File: config.mk
export PLATFORM = sky130hd
export DESIGN_NAME = macUnit
export DESIGN_NICKNAME = d
export VERILOG_FILES = /design/src/hdl/macPkg.sv /design/src/hdl/mulIf.sv /design/src/hdl/mulArray.sv /design/src/hdl/accControl.sv /design/src/hdl/macUnit.sv
export SDC_FILE = /design/constraint.sdc
export NUM_CORES = 2
export LEC_CHECK = 0
export BUFFER_PORTS_ARGS = -buffer_cell sky130_fd_sc_hd__buf_4
export CORE_MARGIN = 5
export CORE_UTILIZATION = 55
export CTS_CLUSTER_SIZE = 16
export DETAILED_ROUTE_END_ITERATION = 16
export GPL_TIMING_DRIVEN = 0
export PLACE_DENSITY = 0.71
export SETUP_SLACK_MARGIN = 0.1
export SLEW_MARGIN = 10
export SYNTH_ARGS = -nofsm -noshare
export SYNTH_HDL_FRONTEND = slang
export SYNTH_HIERARCHICAL = 1
export SYNTH_SLANG_ARGS = --single-unit
export TNS_END_PERCENT = 1
File: constraint.sdc
create_clock -name Clock -period 11.45 [get_ports Clock]
set_input_delay 0.5725 -clock Clock [delete_from_list [all_inputs] [get_ports Clock]]
set_output_delay 0.5725 -clock Clock [all_outputs]
set_load 0.03 [all_outputs]
File: src/hdl/macPkg.sv
// Multiply-accumulate shared definitions

package macPkg;

    // ------------------------------------------------------------------------
    // Widths
    // ------------------------------------------------------------------------
    localparam int dataWidth = 32;                  // One word
    localparam int accWidth  = 2 * dataWidth;       // HI and LO together
    localparam int halfWidth = dataWidth / 2;       // Split point of operand B

    // Extended A (33 bits) times one 17-bit slice of extended B
    localparam int partWidth = dataWidth + halfWidth + 2;
    localparam int sumWidth  = accWidth + 2;        // Room for the shifted high part

    // ------------------------------------------------------------------------
    // Function codes
    // ------------------------------------------------------------------------
    // MIPS funct values; the SPECIAL2 group sits in the low codes
    typedef enum logic [5:0]
    {
        MADD  = 6'h00,
        MADDU = 6'h01,
        MSUB  = 6'h04,
        MSUBU = 6'h05,
        MFHI  = 6'h10,
        MTHI  = 6'h11,
        MFLO  = 6'h12,
        MTLO  = 6'h13,
        MULT  = 6'h18,
        MULTU = 6'h19
    } macFuncT;

    // ------------------------------------------------------------------------
    // Status flags
    // ------------------------------------------------------------------------
    typedef struct packed
    {
        logic carry;        // Carry or borrow out of bit 63
        logic zero;         // Accumulator is zero
        logic overflow;     // Signed or unsigned overflow
        logic negative;     // Bit 63 of the accumulator
    } macFlagsT;

endpackage

File: src/hdl/mulIf.sv
// Multiplier to accumulator link

`timescale 1ns/100ps

interface mulIf;

    import macPkg::*;

    logic                 valid;
    macFuncT              func;
    logic [accWidth-1:0]  product;      // Full 64-bit product
    logic [dataWidth-1:0] operand;      // Operand A for MTHI and MTLO
    logic                 ready;        // Low while a read result waits

    modport source
    (
        output valid,
        output func,
        output product,
        output operand,
        input  ready
    );

    modport sink
    (
        input  valid,
        input  func,
        input  product,
        input  operand,
        output ready
    );

endinterface

File: src/hdl/mulArray.sv
// Two-stage 32x32 multiplier

`timescale 1ns/100ps

module mulArray
(
    input  logic                           Clock,
    input  logic                           nReset,
    input  logic                           cmdValid,
    output logic                           cmdReady,
    input  macPkg::macFuncT                cmdFunc,
    input  logic [macPkg::dataWidth-1:0]   cmdA,
    input  logic [macPkg::dataWidth-1:0]   cmdB,
    mulIf.source                           mulOut
);

    import macPkg::*;

    logic                        signedOp;
    logic signed [dataWidth:0]   aExt;
    logic signed [dataWidth:0]   bExt;
    logic signed [partWidth-1:0] partLo;
    logic signed [partWidth-1:0] partHi;
    logic                        advance;

    // Stage one
    logic                        s1Valid;
    macFuncT                     s1Func;
    logic [dataWidth-1:0]        s1A;
    logic signed [partWidth-1:0] s1PartLo;
    logic signed [partWidth-1:0] s1PartHi;

    // Stage two
    logic signed [sumWidth-1:0]  sumFull;
    logic                        s2Valid;
    macFuncT                     s2Func;
    logic [dataWidth-1:0]        s2A;
    logic [accWidth-1:0]         s2Product;

    // ------------------------------------------------------------------------
    // Operand extension and partial products
    // ------------------------------------------------------------------------
    assign signedOp = (cmdFunc == MULT) || (cmdFunc == MADD) || (cmdFunc == MSUB);

    assign aExt = {signedOp & cmdA[dataWidth-1], cmdA};
    assign bExt = {signedOp & cmdB[dataWidth-1], cmdB};

    // Low slice of B is always unsigned, high slice carries the sign
    assign partLo = aExt * $signed({1'b0, bExt[halfWidth-1:0]});
    assign partHi = aExt * $signed(bExt[dataWidth:halfWidth]);

    // Whole pipeline moves in lock step with the sink
    assign advance  = mulOut.ready;
    assign cmdReady = advance;

    // ------------------------------------------------------------------------
    // Valid bits
    // ------------------------------------------------------------------------
    always_ff @(posedge Clock or negedge nReset)
    begin
        if (!nReset)
        begin
            s1Valid <= 1'b0;
            s2Valid <= 1'b0;
        end
        else if (advance)
        begin
            s1Valid <= cmdValid;
            s2Valid <= s1Valid;
        end
    end

    // Sum of the shifted high part and the low part
    assign sumFull = (sumWidth'(s1PartHi) <<< halfWidth) + sumWidth'(s1PartLo);

    // ------------------------------------------------------------------------
    // Payload
    // ------------------------------------------------------------------------
    always_ff @(posedge Clock)
    begin
        if (advance)
        begin
            s1Func    <= cmdFunc;
            s1A       <= cmdA;          // Passed along for MTHI and MTLO
            s1PartLo  <= partLo;
            s1PartHi  <= partHi;

            s2Func    <= s1Func;
            s2A       <= s1A;
            s2Product <= sumFull[accWidth-1:0];
        end
    end

    assign mulOut.valid   = s2Valid;
    assign mulOut.func    = s2Func;
    assign mulOut.product = s2Product;
    assign mulOut.operand = s2A;

endmodule

File: src/hdl/accControl.sv
// HI/LO accumulator and flags

`timescale 1ns/100ps

module accControl
(
    input  logic                           Clock,
    input  logic                           nReset,
    mulIf.sink                             mulIn,
    output logic                           resValid,
    input  logic                           resReady,
    output logic [macPkg::dataWidth-1:0]   resData,
    output macPkg::macFlagsT               flags
);

    import macPkg::*;

    logic [accWidth-1:0] acc;
    logic [accWidth-1:0] accNext;
    logic                carryNext;
    logic                overflowNext;
    logic                writeAcc;          // Function changes HI/LO
    logic                readAcc;           // MFHI or MFLO
    logic                take;

    // Stall only while a read result sits unclaimed
    assign mulIn.ready = !(resValid && !resReady);
    assign take        = mulIn.valid && mulIn.ready;

    // ------------------------------------------------------------------------
    // Next accumulator value and flags
    // ------------------------------------------------------------------------
    always_comb
    begin
        accNext      = acc;
        carryNext    = 1'b0;
        overflowNext = 1'b0;
        writeAcc     = 1'b1;
        readAcc      = 1'b0;

        case (mulIn.func)
            MULT, MULTU:
                accNext = mulIn.product;
            MADD, MADDU:
            begin
                {carryNext, accNext} = {1'b0, acc} + {1'b0, mulIn.product};
                if (mulIn.func == MADDU)
                    overflowNext = carryNext;
                else
                    overflowNext = (acc[accWidth-1] == mulIn.product[accWidth-1])
                                && (accNext[accWidth-1] != acc[accWidth-1]);
            end
            MSUB, MSUBU:
            begin
                {carryNext, accNext} = {1'b0, acc} - {1'b0, mulIn.product};   // Borrow
                if (mulIn.func == MSUBU)
                    overflowNext = carryNext;
                else
                    overflowNext = (acc[accWidth-1] != mulIn.product[accWidth-1])
                                && (accNext[accWidth-1] != acc[accWidth-1]);
            end
            MTHI:
                accNext[accWidth-1:dataWidth] = mulIn.operand;
            MTLO:
                accNext[dataWidth-1:0] = mulIn.operand;
            MFHI, MFLO:
            begin
                writeAcc = 1'b0;
                readAcc  = 1'b1;
            end
            default:
                writeAcc = 1'b0;            // Unknown code is dropped
        endcase
    end

    // ------------------------------------------------------------------------
    // Accumulator, flags and result valid
    // ------------------------------------------------------------------------
    always_ff @(posedge Clock or negedge nReset)
    begin
        if (!nReset)
        begin
            acc      <= '0;
            flags    <= '0;
            resValid <= 1'b0;
        end
        else
        begin
            if (take && writeAcc)
            begin
                acc            <= accNext;
                flags.carry    <= carryNext;
                flags.zero     <= (accNext == '0);
                flags.overflow <= overflowNext;
                flags.negative <= accNext[accWidth-1];
            end

            // New read wins over the retiring one
            if (take && readAcc)
                resValid <= 1'b1;
            else if (resReady)
                resValid <= 1'b0;
        end
    end

    // Selected half as it stands on the consuming edge
    always_ff @(posedge Clock)
    begin
        if (take && readAcc)
            resData <= (mulIn.func == MFHI) ? acc[accWidth-1:dataWidth] : acc[dataWidth-1:0];
    end

endmodule

File: src/hdl/macUnit.sv
// Multiply-accumulate unit top level

`timescale 1ns/100ps

module macUnit
(
    input  logic                           Clock,
    input  logic                           nReset,

    // Command channel
    input  logic                           cmdValid,
    output logic                           cmdReady,
    input  macPkg::macFuncT                cmdFunc,
    input  logic [macPkg::dataWidth-1:0]   cmdA,
    input  logic [macPkg::dataWidth-1:0]   cmdB,

    // Result channel
    output logic                           resValid,
    input  logic                           resReady,
    output logic [macPkg::dataWidth-1:0]   resData,

    output macPkg::macFlagsT               flags
);

    // ------------------------------------------------------------------------
    // Multiplier into accumulator
    // ------------------------------------------------------------------------
    mulIf mulBus ();

    mulArray uMulArray
    (
        .Clock    (Clock),
        .nReset   (nReset),
        .cmdValid (cmdValid),
        .cmdReady (cmdReady),
        .cmdFunc  (cmdFunc),
        .cmdA     (cmdA),
        .cmdB     (cmdB),
        .mulOut   (mulBus.source)
    );

    accControl uAccControl
    (
        .Clock    (Clock),
        .nReset   (nReset),
        .mulIn    (mulBus.sink),
        .resValid (resValid),
        .resReady (resReady),
        .resData  (resData),
        .flags    (flags)       // Registered inside
    );

endmodule

==> reports/qor.txt <==
Max Cap Viol = 0
Most common library cells after synthesis = inv_1 (1222), fa_1 (1028), nand2_1 (908)
Clock Skew = 0.0322 ns
Top cell type's share of synthesized area = 0.332
Initial antenna violation count = 17
Startpoint Class = input pin
Post-synthesis register bit count = 340
Synth Instances = 6862
# hold bufs at CTS = 0
Vias per cell = 6.09
Total grt overflow = 0
Vias = 52100
Area share of fa/ha/maj cells after synthesis = 0.414
Number of synthesized flops with an enable pin = 270
Worst-Margin Slew = 1.36 ns
Unrepaired setup endpoints after global routing = false
Post-Syn Area = 0.0620 mm^2
Distinct cells, synth = 111
Most common cell in the netlist = inv_1
Worst Path Arrival = 8.88 ns
Simple-gate share of the synthesized area = 0.162
Fin util = 0.588
Layout Cells excl Fill = 8545
Clock Pin Slew Worst Setup and Hold Paths = 0.06 ns
CTS tree = built
Resized Gates After CTS = 0
GPL Wtd Cong = 1.04
Cts bufs inserted = 31
Vias in the first global route = 53500
Crit end category = flip-flop
Initial core utilization = 0.553
CTS max path bufs = 3
R2R Path End = uAccControl/flags[2]
Rows = 123
Fillcell total = 9948
Top cells by area, synth = fa_1 (33%), edfxtp_1 (13%), ha_1 (8.3%)
Setup slack, reg-to-reg = 4.04 ns
Clock latency on the worst-skew pair = 0.61 ns
Final hold violation count = 0
Largest net degree at the start of global routing = 71
Root buffer cell = clkbuf_16
CP startpoint = cmdB[7]
Synth area leader = fa_1
Status = finished clean
Syn-to-layout area delta = 6.35%
Post-route DRC = 0
Total track usage = 0.391
First DRT Iteration DRCs = 5652
Fmax achieved = 117 MHz
Fin crit share = 0.747
Share of post-route cells with drive strength above 1 = 0.0466
First-pass GRT wire length = 347000 um
Ys Warns = 6
End point of the critical path = uMulArray/s1PartLo[49]
PortBufs = 109
Routed len/inst = 27.7 um
Setup Viol. Count Final = 0
Slew Viols, Final = 0
Sequential area share after synthesis = 0.159
Post-Synth XOR/XNOR Area = 0.0281
Min Tclk post-route = 8.56 ns
Hold Crit Class = input pin to async pin
CP Data Required Time = 11.78 ns
Core Footprint = 0.112 mm^2
Most used DFF post-synth = edfxtp_1
H-Tree Depth = 1
HPWL Detailed = 201000 um
Multi-input logic area = 0.0461 mm^2
Setup TNS = 0 ns
Synth Area in Compound Gates = 0.131
Drt first pass iters = 9
Post-route cell area = 0.0659 mm^2
Drt total wl = 236000 um
Mux cell area share after synthesis = 0.00781
Die Y = 346 um
Io pins = 112
Main combinational cell family by area after synthesis = adder cells
Setup Crit Path Kind = input pin to flip-flop
Max FO, Critical Path = 10
Post-CTS setup buffer count = 0
Syn_nets = 8373
Seq. cell area = 0.00986 mm^2
Area after DPL = 0.0649 mm^2
Syn_area_per_cell = 9.04 um^2
Remaining antenna violation count = 0
Nets = 8524
Placed cells = 8480
Worst R2R Start = uAccControl/acc[19]
FFs w/ async S/R, synth = 0.206
Slew margin rel. = 0.0857
R2R depth = 15
Die width = 346 um
Clock Sinks = 340
Die area = 0.120 mm^2
## registers in the layout (all words and copies together) (netlist names)
register	cells
uAccControl/acc	63
uAccControl/flags	4
uAccControl/resData	32
uAccControl/resValid	1
uMulArray/mulOut.func	6
uMulArray/mulOut.operand	32
uMulArray/mulOut.product	64
uMulArray/mulOut.valid	1
uMulArray/s1A	32
uMulArray/s1Func	6
uMulArray/s1PartHi	48
uMulArray/s1PartLo	50
uMulArray/s1Valid	1
## layout make-up
cell class / count / share of cell area
well taps: 1500 / 0.0285
clock buffers: 40 / 0.0127
inverters: 1227 / 0.0698
multi-input cells: 4932 / 0.700
diodes: 7 / 0.000266
plain buffers: 363 / 0.0218
repair buffers: 118 / 0.0144
flip-flops and latches: 340 / 0.150
clock inverters: 18 / 0.00319
## worst min-delay path by stage
| stage | cells after the start | to | start |
|---|---|---|---|
| CTS | 1 | uAccControl/resValid | nReset |
| global placement | 0 | uMulArray/mulOut.operand[22] | uMulArray/s1A[22] |
| finish | 1 | uAccControl/acc[58] | nReset |
| detailed placement | 0 | uMulArray/mulOut.operand[18] | uMulArray/s1A[18] |
| floorplan | 0 | uAccControl/acc[0] | nReset |
| global route | 1 | uMulArray/s1Func[4] | cmdFunc[4] |
## worst max-delay path, stage by stage
cell,delay (ns)
clkbuf_1,0.66
clkbuf_1,0.74
nand2_1,0.19
fa_1,0.54
inv_1,0.05
fa_1,0.47
inv_1,0.05
fa_1,0.49
fa_1,0.53
fa_1,0.54
inv_1,0.06
fa_1,0.43
ha_1,0.38
and3_1,0.26
and2_1,0.16
a221oi_1,0.66
o221ai_1,0.56
o21ai_0,0.47
o211ai_1,0.25
a221oi_2,0.37
o21ai_1,0.12
a21oi_1,0.20
xnor2_1,0.10
## cells in the final DEF (no fill, tap or decap), drive strengths merged, types with 57 or more instances in the layout
master and n:
inv 1228, fa 1028, nand2 908, and2 454
ha 409, clkbuf 353, a21oi 320, edfxtp 270
nor2 253, o21ai 202, buf 168, xnor2 147
a21o 119, dfrtp 70, nor3 70, nand3 57
## metal layers
layer / GRT usage / routed length, um
met5: 0 / 0
met4: 0.268 / 21600
met3: 0.0740 / 21800
met2: 0.622 / 106000
met1: 0.485 / 86700
## kinds of logic (layout without fill, tap and decap cells)
kind of cell / count (synthesis) / after routing
simple gates: 2072 / 2072
compound gates: 1180 / 1180
xor+xnor: 199 / 199
fa+ha+maj: 1437 / 1437
flops: 340 / 340
mux: 44 / 44
buf+inv: 1590 / 1766
other cells: 0 / 7
## per-stage QoR
step	hold slack (ns)	worst slack [ns]
finish	0.0849	2.89
global route	0.142	2.88
CTS	0.127	3.09
detailed placement	0.405	2.47
global placement	0.401	-2.67
floorplan	0.277	1.39
Power is left out: the tool's default activity adds up to more than one toggle a clock period on the data nets, which glitch-free logic cannot reach.
